File: src/source/rv_pkg.sv
package rv_pkg;

    localparam int XLEN       = 32;
    localparam int REG_ADDR_W = 5;

    // base opcodes handled by the core
    typedef enum logic [6:0] {
        OP     = 7'b0110011,
        OP_IMM = 7'b0010011,
        LUI    = 7'b0110111,
        BRANCH = 7'b1100011,
        JAL    = 7'b1101111,
        LOAD   = 7'b0000011,
        STORE  = 7'b0100011
    } opcode_e;

    typedef enum logic [3:0] {
        ADD, SUB, AND, OR, XOR, SLL, SRL, SRA, SLT, SLTU
    } alu_op_e;

    typedef enum logic [1:0] {WB_ALU, WB_MEM, WB_PC4} wb_sel_e;

    typedef enum logic [1:0] {FWD_NONE, FWD_MEM, FWD_WB} fwd_sel_e;

    // instruction word, one view per encoding format
    typedef union packed {
        struct packed {
            logic [6:0] funct7; logic [4:0] rs2; logic [4:0] rs1;
            logic [2:0] funct3; logic [4:0] rd;  opcode_e    opcode;
        } r_fmt;
        struct packed {
            logic [11:0] imm; logic [4:0] rs1; logic [2:0] funct3;
            logic [4:0]  rd;  opcode_e    opcode;
        } i_fmt;
        struct packed {
            logic [6:0] imm_11_5; logic [4:0] rs2; logic [4:0] rs1;
            logic [2:0] funct3;   logic [4:0] imm_4_0; opcode_e opcode;
        } s_fmt;
        struct packed {
            logic imm_12; logic [5:0] imm_10_5; logic [4:0] rs2; logic [4:0] rs1;
            logic [2:0] funct3; logic [3:0] imm_4_1; logic imm_11; opcode_e opcode;
        } b_fmt;
        struct packed {
            logic imm_20; logic [9:0] imm_10_1; logic imm_11; logic [7:0] imm_19_12;
            logic [4:0] rd; opcode_e opcode;
        } j_fmt;
        struct packed {
            logic [19:0] imm_31_12; logic [4:0] rd; opcode_e opcode;
        } u_fmt;
    } instr_u;

    typedef struct packed {
        logic rf_we; wb_sel_e wb_sel; alu_op_e alu_op;
        logic a_is_zero; logic b_is_imm; logic is_branch; logic branch_ne;
        logic is_jal; logic is_load; logic mem_we;
    } ctrl_t;

    typedef struct packed {
        logic valid; logic [XLEN-1:0] pc; instr_u instr;
    } if_id_t;

    typedef struct packed {
        logic valid; logic [XLEN-1:0] pc; ctrl_t ctrl;
        logic [REG_ADDR_W-1:0] rs1; logic [REG_ADDR_W-1:0] rs2; logic [REG_ADDR_W-1:0] rd;
        logic [XLEN-1:0] rd1; logic [XLEN-1:0] rd2; logic [XLEN-1:0] imm;
    } id_ex_t;

    typedef struct packed {
        logic valid; logic [XLEN-1:0] pc; logic rf_we; wb_sel_e wb_sel;
        logic is_load; logic mem_we; logic [REG_ADDR_W-1:0] rd;
        logic [XLEN-1:0] alu_c; logic [XLEN-1:0] store_data;
    } ex_mem_t;

    // retiring instruction, also the register file write port
    typedef struct packed {
        logic valid; logic [XLEN-1:0] pc; logic we;
        logic [REG_ADDR_W-1:0] rd; logic [XLEN-1:0] data;
    } wb_trace_t;

endpackage

File: src/source/fetch_stage.sv
`timescale 1ns/1ns

module fetch_stage import rv_pkg::*; #(
    parameter logic [XLEN-1:0] RESET_PC = '0
) (
    input  logic            clk_i,
    input  logic            rst_i,
    input  logic            stall_i,
    input  logic            redirect_i,
    input  logic [XLEN-1:0] target_i,
    output logic [XLEN-1:0] imem_addr_o,
    input  instr_u          imem_data_i,
    output if_id_t          if_id_o
);

    logic [XLEN-1:0] pc_q;
    if_id_t          if_id_q;

    assign imem_addr_o = pc_q;
    assign if_id_o     = if_id_q;

    always_ff @(posedge clk_i) begin
        if (rst_i) begin
            pc_q          <= RESET_PC;
            if_id_q.valid <= 1'b0;
        end else if (redirect_i) begin
            // drop the slot fetched behind the taken jump
            pc_q          <= target_i;
            if_id_q.valid <= 1'b0;
        end else if (!stall_i) begin
            pc_q          <= pc_q + XLEN'(4);
            if_id_q.valid <= 1'b1;
            if_id_q.pc    <= pc_q;
            if_id_q.instr <= imem_data_i;
        end
    end

endmodule

File: src/source/decode_stage.sv
`timescale 1ns/1ns

module decode_stage import rv_pkg::*; (
    input  logic                  clk_i,
    input  logic                  rst_i,
    input  if_id_t                if_id_i,
    input  logic                  stall_i,
    input  logic                  bubble_i,
    input  logic                  flush_i,
    input  wb_trace_t             wb_i,
    output id_ex_t                id_ex_o,
    output logic [REG_ADDR_W-1:0] rs1_o,
    output logic [REG_ADDR_W-1:0] rs2_o,
    output logic                  uses_rs1_o,
    output logic                  uses_rs2_o
);

    instr_u          ins;
    ctrl_t           ctrl;
    logic [XLEN-1:0] imm;
    logic [XLEN-1:0] rd1;
    logic [XLEN-1:0] rd2;
    logic            wr_en;
    logic [XLEN-1:0] regs [32];
    id_ex_t          id_ex_q;

    function automatic alu_op_e decode_alu(input logic [2:0] funct3, input logic alt,
                                           input logic is_reg);
        unique case (funct3)
            3'b000:  decode_alu = (alt && is_reg) ? SUB : ADD;
            3'b001:  decode_alu = SLL;
            3'b010:  decode_alu = SLT;
            3'b011:  decode_alu = SLTU;
            3'b100:  decode_alu = XOR;
            3'b101:  decode_alu = alt ? SRA : SRL;
            3'b110:  decode_alu = OR;
            default: decode_alu = AND;
        endcase
    endfunction

    assign ins   = if_id_i.instr;
    assign rs1_o = ins.r_fmt.rs1;
    assign rs2_o = ins.r_fmt.rs2;

    always_comb begin
        ctrl       = '0;
        imm        = '0;
        uses_rs1_o = 1'b0;
        uses_rs2_o = 1'b0;
        case (ins.r_fmt.opcode)
            OP: begin
                ctrl.rf_we  = 1'b1;
                ctrl.alu_op = decode_alu(ins.r_fmt.funct3, ins.r_fmt.funct7[5], 1'b1);
                uses_rs1_o  = 1'b1;
                uses_rs2_o  = 1'b1;
            end
            OP_IMM: begin
                // funct7 view still carries the shift type bit
                ctrl.rf_we    = 1'b1;
                ctrl.b_is_imm = 1'b1;
                ctrl.alu_op   = decode_alu(ins.i_fmt.funct3, ins.r_fmt.funct7[5], 1'b0);
                imm           = {{20{ins.i_fmt.imm[11]}}, ins.i_fmt.imm};
                uses_rs1_o    = 1'b1;
            end
            LUI: begin
                ctrl.rf_we     = 1'b1;
                ctrl.a_is_zero = 1'b1;
                ctrl.b_is_imm  = 1'b1;
                imm            = {ins.u_fmt.imm_31_12, 12'b0};
            end
            BRANCH: begin
                ctrl.is_branch = 1'b1;
                ctrl.branch_ne = ins.b_fmt.funct3[0];
                imm = {{19{ins.b_fmt.imm_12}}, ins.b_fmt.imm_12, ins.b_fmt.imm_11,
                       ins.b_fmt.imm_10_5, ins.b_fmt.imm_4_1, 1'b0};
                uses_rs1_o = 1'b1;
                uses_rs2_o = 1'b1;
            end
            JAL: begin
                ctrl.rf_we  = 1'b1;
                ctrl.wb_sel = WB_PC4;
                ctrl.is_jal = 1'b1;
                imm = {{11{ins.j_fmt.imm_20}}, ins.j_fmt.imm_20, ins.j_fmt.imm_19_12,
                       ins.j_fmt.imm_11, ins.j_fmt.imm_10_1, 1'b0};
            end
            LOAD: begin
                ctrl.rf_we    = 1'b1;
                ctrl.wb_sel   = WB_MEM;
                ctrl.is_load  = 1'b1;
                ctrl.b_is_imm = 1'b1;
                imm           = {{20{ins.i_fmt.imm[11]}}, ins.i_fmt.imm};
                uses_rs1_o    = 1'b1;
            end
            STORE: begin
                ctrl.mem_we   = 1'b1;
                ctrl.b_is_imm = 1'b1;
                imm = {{20{ins.s_fmt.imm_11_5[6]}}, ins.s_fmt.imm_11_5, ins.s_fmt.imm_4_0};
                uses_rs1_o = 1'b1;
                uses_rs2_o = 1'b1;
            end
            default: ;
        endcase
        // an empty slot never creates a hazard
        if (!if_id_i.valid) begin
            uses_rs1_o = 1'b0;
            uses_rs2_o = 1'b0;
        end
    end

    // register file, with the retiring write visible to this cycle's reads
    assign wr_en = wb_i.valid && wb_i.we && (wb_i.rd != '0);
    assign rd1 = (rs1_o == '0) ? '0 : (wr_en && wb_i.rd == rs1_o) ? wb_i.data : regs[rs1_o];
    assign rd2 = (rs2_o == '0) ? '0 : (wr_en && wb_i.rd == rs2_o) ? wb_i.data : regs[rs2_o];

    always_ff @(posedge clk_i) begin
        if (wr_en) begin
            regs[wb_i.rd] <= wb_i.data;
        end
    end

    always_ff @(posedge clk_i) begin
        if (rst_i) begin
            id_ex_q.valid <= 1'b0;
        end else begin
            id_ex_q.valid <= if_id_i.valid && !bubble_i && !flush_i;
            // payload holds while the fetch/decode register is stalled
            if (!stall_i) begin
                id_ex_q.pc   <= if_id_i.pc;
                id_ex_q.ctrl <= ctrl;
                id_ex_q.rs1  <= rs1_o;
                id_ex_q.rs2  <= rs2_o;
                id_ex_q.rd   <= ins.r_fmt.rd;
                id_ex_q.rd1  <= rd1;
                id_ex_q.rd2  <= rd2;
                id_ex_q.imm  <= imm;
            end
        end
    end

    assign id_ex_o = id_ex_q;

endmodule

File: src/source/execute_stage.sv
`timescale 1ns/1ns

module execute_stage import rv_pkg::*; (
    input  logic            clk_i,
    input  logic            rst_i,
    input  id_ex_t          id_ex_i,
    input  fwd_sel_e        fwd_a_i,
    input  fwd_sel_e        fwd_b_i,
    input  ex_mem_t         mem_i,
    input  wb_trace_t       wb_i,
    output logic            redirect_o,
    output logic [XLEN-1:0] target_o,
    output ex_mem_t         ex_mem_o
);

    logic [XLEN-1:0] a_fwd;
    logic [XLEN-1:0] b_fwd;
    logic [XLEN-1:0] op_a;
    logic [XLEN-1:0] op_b;
    logic [XLEN-1:0] alu_c;
    logic            taken;
    ex_mem_t         ex_mem_q;

    assign a_fwd = (fwd_a_i == FWD_MEM) ? mem_i.alu_c :
                   (fwd_a_i == FWD_WB)  ? wb_i.data : id_ex_i.rd1;
    assign b_fwd = (fwd_b_i == FWD_MEM) ? mem_i.alu_c :
                   (fwd_b_i == FWD_WB)  ? wb_i.data : id_ex_i.rd2;

    assign op_a = id_ex_i.ctrl.a_is_zero ? '0 : a_fwd;
    assign op_b = id_ex_i.ctrl.b_is_imm ? id_ex_i.imm : b_fwd;

    always_comb begin
        unique case (id_ex_i.ctrl.alu_op)
            SUB:     alu_c = op_a - op_b;
            AND:     alu_c = op_a & op_b;
            OR:      alu_c = op_a | op_b;
            XOR:     alu_c = op_a ^ op_b;
            SLL:     alu_c = op_a << op_b[4:0];
            SRL:     alu_c = op_a >> op_b[4:0];
            SRA:     alu_c = $unsigned($signed(op_a) >>> op_b[4:0]);
            SLT:     alu_c = XLEN'($signed(op_a) < $signed(op_b));
            SLTU:    alu_c = XLEN'(op_a < op_b);
            default: alu_c = op_a + op_b;
        endcase
    end

    // beq or bne, on the forwarded operands
    assign taken      = id_ex_i.ctrl.is_branch && ((a_fwd == b_fwd) != id_ex_i.ctrl.branch_ne);
    assign redirect_o = id_ex_i.valid && (taken || id_ex_i.ctrl.is_jal);
    assign target_o   = id_ex_i.pc + id_ex_i.imm;

    always_ff @(posedge clk_i) begin
        if (rst_i) begin
            ex_mem_q.valid  <= 1'b0;
            ex_mem_q.mem_we <= 1'b0;
        end else begin
            ex_mem_q.valid      <= id_ex_i.valid;
            ex_mem_q.mem_we     <= id_ex_i.valid && id_ex_i.ctrl.mem_we;
            ex_mem_q.pc         <= id_ex_i.pc;
            ex_mem_q.rf_we      <= id_ex_i.ctrl.rf_we;
            ex_mem_q.wb_sel     <= id_ex_i.ctrl.wb_sel;
            ex_mem_q.is_load    <= id_ex_i.ctrl.is_load;
            ex_mem_q.rd         <= id_ex_i.rd;
            ex_mem_q.alu_c      <= alu_c;
            ex_mem_q.store_data <= b_fwd;
        end
    end

    assign ex_mem_o = ex_mem_q;

endmodule

File: src/source/hazard_ctrl.sv
`timescale 1ns/1ns

module hazard_ctrl import rv_pkg::*; (
    input  logic [REG_ADDR_W-1:0] rs1_i,
    input  logic [REG_ADDR_W-1:0] rs2_i,
    input  logic                  uses_rs1_i,
    input  logic                  uses_rs2_i,
    input  id_ex_t                id_ex_i,
    input  ex_mem_t               mem_i,
    input  wb_trace_t             wb_i,
    input  logic                  redirect_i,
    output logic                  stall_o,
    output logic                  bubble_o,
    output logic                  flush_o,
    output fwd_sel_e              fwd_a_o,
    output fwd_sel_e              fwd_b_o
);

    logic load_use;

    // younger producer wins; a load in memory never gets here thanks to the stall
    function automatic fwd_sel_e pick_fwd(input logic [REG_ADDR_W-1:0] src,
                                          input ex_mem_t mem, input wb_trace_t wb);
        if (mem.valid && mem.rf_we && !mem.is_load && mem.rd != '0 && mem.rd == src)
            return FWD_MEM;
        if (wb.valid && wb.we && wb.rd != '0 && wb.rd == src)
            return FWD_WB;
        return FWD_NONE;
    endfunction

    assign load_use = id_ex_i.valid && id_ex_i.ctrl.is_load && (id_ex_i.rd != '0) &&
                      ((uses_rs1_i && rs1_i == id_ex_i.rd) || (uses_rs2_i && rs2_i == id_ex_i.rd));

    assign stall_o  = load_use;
    assign bubble_o = load_use;
    assign flush_o  = redirect_i;
    assign fwd_a_o  = pick_fwd(id_ex_i.rs1, mem_i, wb_i);
    assign fwd_b_o  = pick_fwd(id_ex_i.rs2, mem_i, wb_i);

endmodule

File: src/source/writeback_stage.sv
`timescale 1ns/1ns

module writeback_stage import rv_pkg::*; (
    input  logic            clk_i,
    input  logic            rst_i,
    input  ex_mem_t         ex_mem_i,
    input  logic [XLEN-1:0] dmem_rdata_i,
    output wb_trace_t       trace_o
);

    logic [XLEN-1:0] wb_val;
    wb_trace_t       trace_q;

    always_comb begin
        unique case (ex_mem_i.wb_sel)
            WB_MEM:  wb_val = dmem_rdata_i;
            WB_PC4:  wb_val = ex_mem_i.pc + XLEN'(4);
            default: wb_val = ex_mem_i.alu_c;
        endcase
    end

    always_ff @(posedge clk_i) begin
        if (rst_i) begin
            trace_q.valid <= 1'b0;
        end else begin
            trace_q.valid <= ex_mem_i.valid;
            trace_q.pc    <= ex_mem_i.pc;
            trace_q.we    <= ex_mem_i.rf_we;
            trace_q.rd    <= ex_mem_i.rd;
            // x0 always retires as zero
            trace_q.data  <= (ex_mem_i.rd == '0) ? '0 : wb_val;
        end
    end

    assign trace_o = trace_q;

endmodule

File: src/source/rv_core.sv
`timescale 1ns/1ns

module rv_core import rv_pkg::*; #(
    parameter logic [XLEN-1:0] RESET_PC = '0
) (
    input  logic            clk_i,
    input  logic            rst_i,
    // instruction memory
    output logic [XLEN-1:0] imem_addr_o,
    input  instr_u          imem_data_i,
    // data memory
    output logic [XLEN-1:0] dmem_addr_o,
    output logic [XLEN-1:0] dmem_wdata_o,
    output logic            dmem_we_o,
    input  logic [XLEN-1:0] dmem_rdata_i,
    // retirement trace
    output wb_trace_t       trace_o
);

    if_id_t                if_id;
    id_ex_t                id_ex;
    ex_mem_t               ex_mem;
    wb_trace_t             wb;
    logic                  redirect;
    logic [XLEN-1:0]       target;
    logic                  stall;
    logic                  bubble;
    logic                  flush;
    fwd_sel_e              fwd_a;
    fwd_sel_e              fwd_b;
    logic [REG_ADDR_W-1:0] rs1;
    logic [REG_ADDR_W-1:0] rs2;
    logic                  uses_rs1;
    logic                  uses_rs2;

    // data memory is driven from the ex/mem register
    assign dmem_addr_o  = ex_mem.alu_c;
    assign dmem_wdata_o = ex_mem.store_data;
    assign dmem_we_o    = ex_mem.mem_we;
    assign trace_o      = wb;

    fetch_stage #(.RESET_PC(RESET_PC)) fetch_i (
        .clk_i(clk_i), .rst_i(rst_i), .stall_i(stall), .redirect_i(redirect),
        .target_i(target), .imem_addr_o(imem_addr_o), .imem_data_i(imem_data_i),
        .if_id_o(if_id)
    );

    decode_stage decode_i (
        .clk_i(clk_i), .rst_i(rst_i), .if_id_i(if_id), .stall_i(stall),
        .bubble_i(bubble), .flush_i(flush), .wb_i(wb), .id_ex_o(id_ex),
        .rs1_o(rs1), .rs2_o(rs2), .uses_rs1_o(uses_rs1), .uses_rs2_o(uses_rs2)
    );

    execute_stage execute_i (
        .clk_i(clk_i), .rst_i(rst_i), .id_ex_i(id_ex), .fwd_a_i(fwd_a), .fwd_b_i(fwd_b),
        .mem_i(ex_mem), .wb_i(wb), .redirect_o(redirect), .target_o(target),
        .ex_mem_o(ex_mem)
    );

    writeback_stage writeback_i (
        .clk_i(clk_i), .rst_i(rst_i), .ex_mem_i(ex_mem), .dmem_rdata_i(dmem_rdata_i),
        .trace_o(wb)
    );

    hazard_ctrl hazard_i (
        .rs1_i(rs1), .rs2_i(rs2), .uses_rs1_i(uses_rs1), .uses_rs2_i(uses_rs2),
        .id_ex_i(id_ex), .mem_i(ex_mem), .wb_i(wb), .redirect_i(redirect),
        .stall_o(stall), .bubble_o(bubble), .flush_o(flush), .fwd_a_o(fwd_a), .fwd_b_o(fwd_b)
    );

endmodule

File: config.mk
export PLATFORM = sky130hd
export DESIGN_NAME = rv_core
export DESIGN_NICKNAME = d
export VERILOG_FILES = /design/src/source/rv_pkg.sv /design/src/source/fetch_stage.sv /design/src/source/decode_stage.sv /design/src/source/execute_stage.sv /design/src/source/hazard_ctrl.sv /design/src/source/writeback_stage.sv /design/src/source/rv_core.sv
export SDC_FILE = /design/constraint.sdc
export NUM_CORES = 2
export LEC_CHECK = 0
export BUFFER_PORTS_ARGS = -buffer_cell sky130_fd_sc_hd__buf_2
export CAP_MARGIN = 40
export CORE_AREA = 3 3 479 481
export CTS_CLUSTER_SIZE = 28
export DETAILED_ROUTE_END_ITERATION = 6
export DIE_AREA = 0 0 482 484
export SYNTH_ARGS = -nofsm -noshare
export SYNTH_HDL_FRONTEND = slang
export SYNTH_HIERARCHICAL = 1
export SYNTH_SLANG_ARGS = --single-unit
File: constraint.sdc
create_clock -name clk_i -period 10.35 [get_ports clk_i]
set_input_delay 2.07 -clock clk_i [delete_from_list [all_inputs] [get_ports clk_i]]
set_output_delay 2.07 -clock clk_i [all_outputs]
set_load 0.01 [all_outputs]
After elaboration in Yosys (flattened, before gate mapping)

Memory sizes are Yosys's and may differ from the RTL's. A register that Yosys moved wholly into a read port is not among the register bits.
Index checks and enable logic that the tools add are counted.

$add $sub $neg: 5
Magnitude comparators: 2
Eq/ne operators: 37
Shift operators: 3
Multiplexer cells: 44
Bitwise operators: 6
Reduce and logical (&&, ||, !) cells: 39

Operator list:

| cell                                                            | number |
|---|---|
| 32-bit one-hot mux with 9 select lines                          | 1 |
| 32-bit 2-to-1 mux                                               | 8 |
| 32-bit one-hot mux with 5 select lines                          | 1 |
| 32-bit by 3-bit adder with 32-bit output, second input constant | 2 |
| 32-bit adder                                                    | 2 |
| 32-bit less-than comparator                                     | 2 |
| 32-bit one-hot mux with 2 select lines                          | 1 |
| 4-bit one-hot mux with 7 select lines                           | 2 |
| 32-bit bitwise AND                                              | 1 |
| 32-bit == test                                                  | 1 |
| 32-bit bitwise OR                                               | 1 |
| 32-bit by 5-bit << shifter with 32-bit output                   | 1 |
| 32-bit by 5-bit >> shifter with 32-bit output                   | 1 |
| 32-bit by 5-bit >>> shifter with 32-bit output                  | 1 |
| 32-bit subtractor                                               | 1 |
| 32-bit bitwise XOR                                              | 1 |
| 5-bit == test                                                   | 6 |
| 7-bit by 6-bit == test with 1-bit output, second input constant | 3 |
| 1-bit 2-to-1 mux                                                | 20 |
| 1-bit logical AND                                               | 19 |
| 2-bit 2-to-1 mux                                                | 9 |
| 4-bit by 3-bit == test with 1-bit output, second input constant | 4 |
| 5-bit logical NOT                                               | 3 |
| 5-bit nonzero test                                              | 3 |
| other kinds (25)                                                | 42 |

Register bits: 369
Memory bits (writable): 1024
Input port bits: 66
Logic and storage cells: 171
Memories: 1

Memory list:

| memory        | words | bits a word | read ports | clocked after memory_dff | write ports | RTL line           | source |
|---|---|---|---|---|---|---|---|
| decode_i.regs | 32    | 32          | 2          | 2                        | 1           | decode_stage.sv:24 | `logic [XLEN-1:0] regs [32];` |

Longest topological paths before layout

Word-level depth: 18
Gate-level depth with buffers: 25
Mapped depth without buffers: 20

By module

Netlist, hierarchy kept.

By module, submodules not included:

| module          | instances | cells each | area an instance (um^2) | sequential area each (um^2) |
|---|---|---|---|---|
| decode_stage    | 1         | 3013       | 54363.4                 | 35454.0 |
| execute_stage   | 1         | 2084       | 16428.3                 | 3193.1 |
| fetch_stage     | 1         | 292        | 3807.4                  | 2582.5 |
| writeback_stage | 1         | 300        | 3627.2                  | 2122.0 |
| hazard_ctrl     | 1         | 52         | 424.2                   | 0.0 |

Least setup slack after synthesis

Ideal clock, no wire load.

Path kind: input-to-reg
Start point: input rst_i
End point: register decode_i.id_ex_q (netlist bit decode_i/id_ex_o[0]), enable pin
Data arrival time: 8499 ps
Required time: 9672 ps
Setup slack: 1174 ps
Stages: 1
Cell sequence: nor2_1

Cells in the longest elaborated chain, start to end: 2

Ends and longest elaborated chain:

| what                                 | RTL line           | source |
|---|---|---|
| start, declared                      | rv_core.sv:7       | `input logic rst_i,` |
| 1-bit NOT (no source line)           | -                  |  |
| 2-bit AND reduction (no source line) | -                  |  |
| end, declared                        | decode_stage.sv:25 | `id_ex_t id_ex_q;` |

Every way passes these cells.
A chain may end at the register's enable or synchronous reset.

Worst setup path in the final report

Start point: register execute_i.ex_mem_q (netlist bit execute_i/ex_mem_o[66])
End point: register execute_i.ex_mem_q (netlist bit execute_i/ex_mem_o[61]) (data pin)

Cells in the longest elaborated chain, start to end: 11
Elaborated cells on any way between the ends: 29

Ends and longest elaborated chain:

| what                                       | RTL line            | source |
|---|---|---|
| start, declared                            | execute_stage.sv:22 | `ex_mem_t ex_mem_q;` |
| 5-bit nonzero test                         | hazard_ctrl.sv:24   | `if (mem.valid && mem.rf_we && !mem.is_load && mem.rd != '0 && mem.rd == src)` |
| 1-bit logical AND                          | hazard_ctrl.sv:24   |  |
| 1-bit logical AND *                        | hazard_ctrl.sv:24   |  |
| 1-bit 2-to-1 mux *                         | hazard_ctrl.sv:24   |  |
| 2-bit 2-to-1 mux *                         | hazard_ctrl.sv:26   | `if (wb.valid && wb.we && wb.rd != '0 && wb.rd == src)` |
| via fwd_a[0]                               | rv_core.sv:29       | `fwd_sel_e fwd_a;` |
| 2-bit == test                              | execute_stage.sv:25 | `(fwd_a_i == FWD_WB) ? wb_i.data : id_ex_i.rd1;` |
| 32-bit 2-to-1 mux                          | execute_stage.sv:25 |  |
| 32-bit 2-to-1 mux *                        | execute_stage.sv:24 | `assign a_fwd = (fwd_a_i == FWD_MEM) ? mem_i.alu_c :` |
| 32-bit 2-to-1 mux *                        | execute_stage.sv:29 | `assign op_a = id_ex_i.ctrl.a_is_zero ? '0 : a_fwd;` |
| 32-bit adder, or another cell as far along | execute_stage.sv:43 | `default: alu_c = op_a + op_b;` |
| 32-bit one-hot mux with 9 select lines *   | execute_stage.sv:33 | `unique case (id_ex_i.ctrl.alu_op)` |
| via execute_i.alu_c[29]                    | execute_stage.sv:20 | `logic [XLEN-1:0] alu_c;` |

The timed path passes the listed nets; every way through them passes the cells marked *.

==> results by group <==
Status
  – Status: finished with violations
  – Failing checks: DRC

CTS
  – CTS buffer count: between 150 and 200
  – Post-CTS setup buffer count: 0
  – CTS Buffer Depth: 3
  – CTS tree: done
  – CTS resizes: 0
  – Clock transition at path regs: approximately 0.06 ns
  – Hold buffer count at cts: 0
  – H-tree depth: 4
  – Worst-Skew Late Latency: roughly 0.83 ns
  – CTS Sinks: approximately 1500
  – Root Buffer: clkbuf_16

Critical path
  – Worst Setup EP: execute_i/ex_mem_o[61]
  – Crit Path Class: flip-flop to flip-flop
  – CP Max Fanout: 34
  – R2R cell count: 20
  – Worst setup EP type: flip-flop
  – Critical Path RT: ~11 ns
  – WP data arrival: ~8.4 ns
  – Critical Path Start: execute_i/ex_mem_o[66]
  – R2r setup slk: ~2.5 ns
  – CP startpoint kind: flip-flop
  – R2R Path End: execute_i/ex_mem_o[61]
  – Worst r2r src: execute_i/ex_mem_o[66]

Logic synthesis
  – Yosys reg bits: roughly 1500
  – Count of cell types in the netlist: ~110
  – Mapped Area: just under 0.08 sq mm
  – Synthesized instance count: about 5700
  – Ys flop type: edfxtp_1
  – Sequential area share after synthesis: a little under three fifths
  – Yosys warns: 6
  – Ys async rst share: 0%
  – Avg Synthesized Cell Area: about 14 sq um
  – Post-synth EDFFs: roughly 1400

Route
  – Vias post-DR: about 56000
  – Wire length per cell: approximately 33 um
  – Residual DRC: 5
  – Drt pass-1 iters: 7
  – Via density: a little over 6
  – Final WL: 300000 um
  – DRT antenna net count: 0
  – Initial DRC count: approximately 8000

Global route
  – Number of global-route vias before repair: about 54000
  – GRT Residual Overflow: 0
  – First-pass GRT wire length: approximately 420000 um
  – Antenna violations before repair: 26
  – GRT Resource Usage Total: between 20% and 30%
  – Largest net degree at the start of global routing: 150

Timing
  – Final Hold Fails: 0
  – Slew HR: between 20% and 30%
  – Setup slack after layout: around 2.5 ns
  – Post-Route Setup TNS: 0 ns
  – Slew at the pin with the worst max-slew slack: ~1.1 ns
  – Fin crit period: 7.86 ns
  – Skew final: 0.0708 ns
  – RSZ-0062 raised after global routing: false
  – Final Setup Violations: 0
  – Max Clock Freq: roughly 130 MHz
  – Crit share post-route: between 70% and 80%
  – Slew Viols, Final: 0

Final layout
  – Register area: roughly 0.043 sq mm
  – Area growth syn-to-layout: 13.4%
  – Layout cells sized above 1: 24.7%
  – Post-layout util: around two fifths
  – Fill cell count: approximately 21000
  – Nets: roughly 6000
  – Multi-input logic area: 0.0330 sq mm

Place
  – IO buf count: between 200 and 250
  – Placer Congestion: about 1.0
  – Place WS: 2.65 ns
  – Hpwl dp: ~200000 um

Floorplanning
  – Starting density of the core: a little over a third
  – # IOs: 234
  – Placeable Area: around 0.23 sq mm
  – Chip height: approximately 480 um
  – Row cnt: approximately 170
  – Total die area: 0.233 sq mm
  – Die width: ~480 um

Pwr
  – P per Cell Area: roughly 170 mW/mm^2
  – Leakage: about 30 nW
  – Max IR drop VDD: between 150 and 200 uV

Min path
  – Hold/Removal Path Class: flip-flop to flip-flop

Run
  – Max-cap viol count: 0
## worst max-delay path, cell delays in order (launching register included)
cell,delay (ns)
edfxtp_1,0.49
or4_1,0.57
o2111ai_2,0.25
nor4_2,0.09
buf_4,0.31
nor4_4,0.90
buf_4,0.63
mux2i_1,0.15
mux2i_1,0.25
and2_1,0.34
ha_1,0.37
a21o_1,0.23
nor3_1,0.21
a211oi_1,0.14
a211oi_1,0.72
o21ai_0,0.40
o21a_1,0.36
a2111oi_0,0.60
o41ai_1,0.17
o32ai_1,0.19
o2111ai_1,0.16
## layer usage
metal | vias to the layer above | part of all wire (%) | global-route usage (%)
met2 | 3453 | 44 | 37.2
met5 | - | 0.012 | 0
li1 | 23300 | - | -
met3 | 592 | 11 | 6.47
met4 | 6 | 4.3 | 9.44
met1 | 28900 | 40 | 34.8
## layout make-up
| cell class | count | area share (%) |
|---|---|---|
| sequential | 1456 | 48.6 |
| multi-input combinational | 3736 | 37.1 |
| clock buffer | 192 | 4.77 |
| tap | 2992 | 4.20 |
| timing repair buffer | 474 | 3.57 |
| clock inverter | 96 | 1.14 |
| inverter | 148 | 0.627 |
| antenna | 4 | 0.0112 |
## cells in the mapped netlist, drive strengths merged (132+ instances only)
master	number	share of area, %
a21oi	263	1.7
buf	202	1.7
clkbuf	229	1.1
edfxtp	1419	54
ha	132	2.1
inv	143	0.68
mux2	353	5.1
mux2i	355	4.5
mux4	359	10
nand2	307	1.5
nor2	324	1.6
o21ai	226	1.4
## metrics by stage
step                instances  hold slack [ns]  total power, mW  cell area, sq um
detailed placement       8801            0.405             9.35             83900
global route             9094            0.409             15.5             89200
global placement         8770            0.401             9.33             83500
finish                   9098            0.406             15.1             89200
floorplan                5772            0.400             8.35             78800
CTS                      9089            0.399             15.1             89100
## cell usage in the layout, fill, tap and decap left out, drive strengths merged, types with 123 or more instances in the layout
master | netlist | final
buf | 202 | 471
nor2 | 324 | 324
a21oi | 263 | 263
mux2i | 355 | 355
inv | 143 | 148
clkbuf | 229 | 192
nand2 | 307 | 307
mux2 | 353 | 353
ha | 132 | 132
edfxtp | 1419 | 1419
o21ai | 226 | 226
mux4 | 359 | 359
a22oi | 123 | 123
## worst min path at each step
stage | slack, ns | cells past startpoint | start | endpoint
floorplan | 0.40 | 0 | fetch_i/if_id_o[32] | decode_i/id_ex_o[125]
global placement | 0.40 | 0 | fetch_i/if_id_o[32] | decode_i/id_ex_o[125]
detailed placement | 0.40 | 0 | fetch_i/if_id_o[42] | decode_i/id_ex_o[135]
CTS | 0.40 | 0 | fetch_i/if_id_o[55] | decode_i/id_ex_o[148]
global route | 0.41 | 0 | fetch_i/if_id_o[55] | decode_i/id_ex_o[148]
finish | 0.41 | 0 | fetch_i/if_id_o[55] | decode_i/id_ex_o[148]
## state kept, by name, summed over array words and instances, names as in the netlist
| name | count |
|---|---|
| decode_i/regs | 1024 |
| execute_i/ex_mem_o | 107 |
| decode_i/id_ex_o | 157 |
| fetch_i/imem_addr_o | 32 |
| fetch_i/if_id_o | 65 |
| writeback_i/trace_o | 71 |
## cell families after synthesis
family,Yosys count,share of synthesized area [%]
AOI/OAI and AO/OA,1233,10.7
and+or+nand+nor,1132,7.09
muxes,1067,19.9
adders and majority gates,135,2.18
buffers and inverters,580,3.50
xor gates and xnor gates,137,1.53
other,1,0.00477
DFF,1456,55.1
## power breakdown
part           switching, mW  total [mW]  internal [mW]
Combinational           1.57        2.36          0.798
Sequential             0.223        6.94           6.72
Clock                   2.49        5.81           3.32
Power figures use the tool's default switching activity.
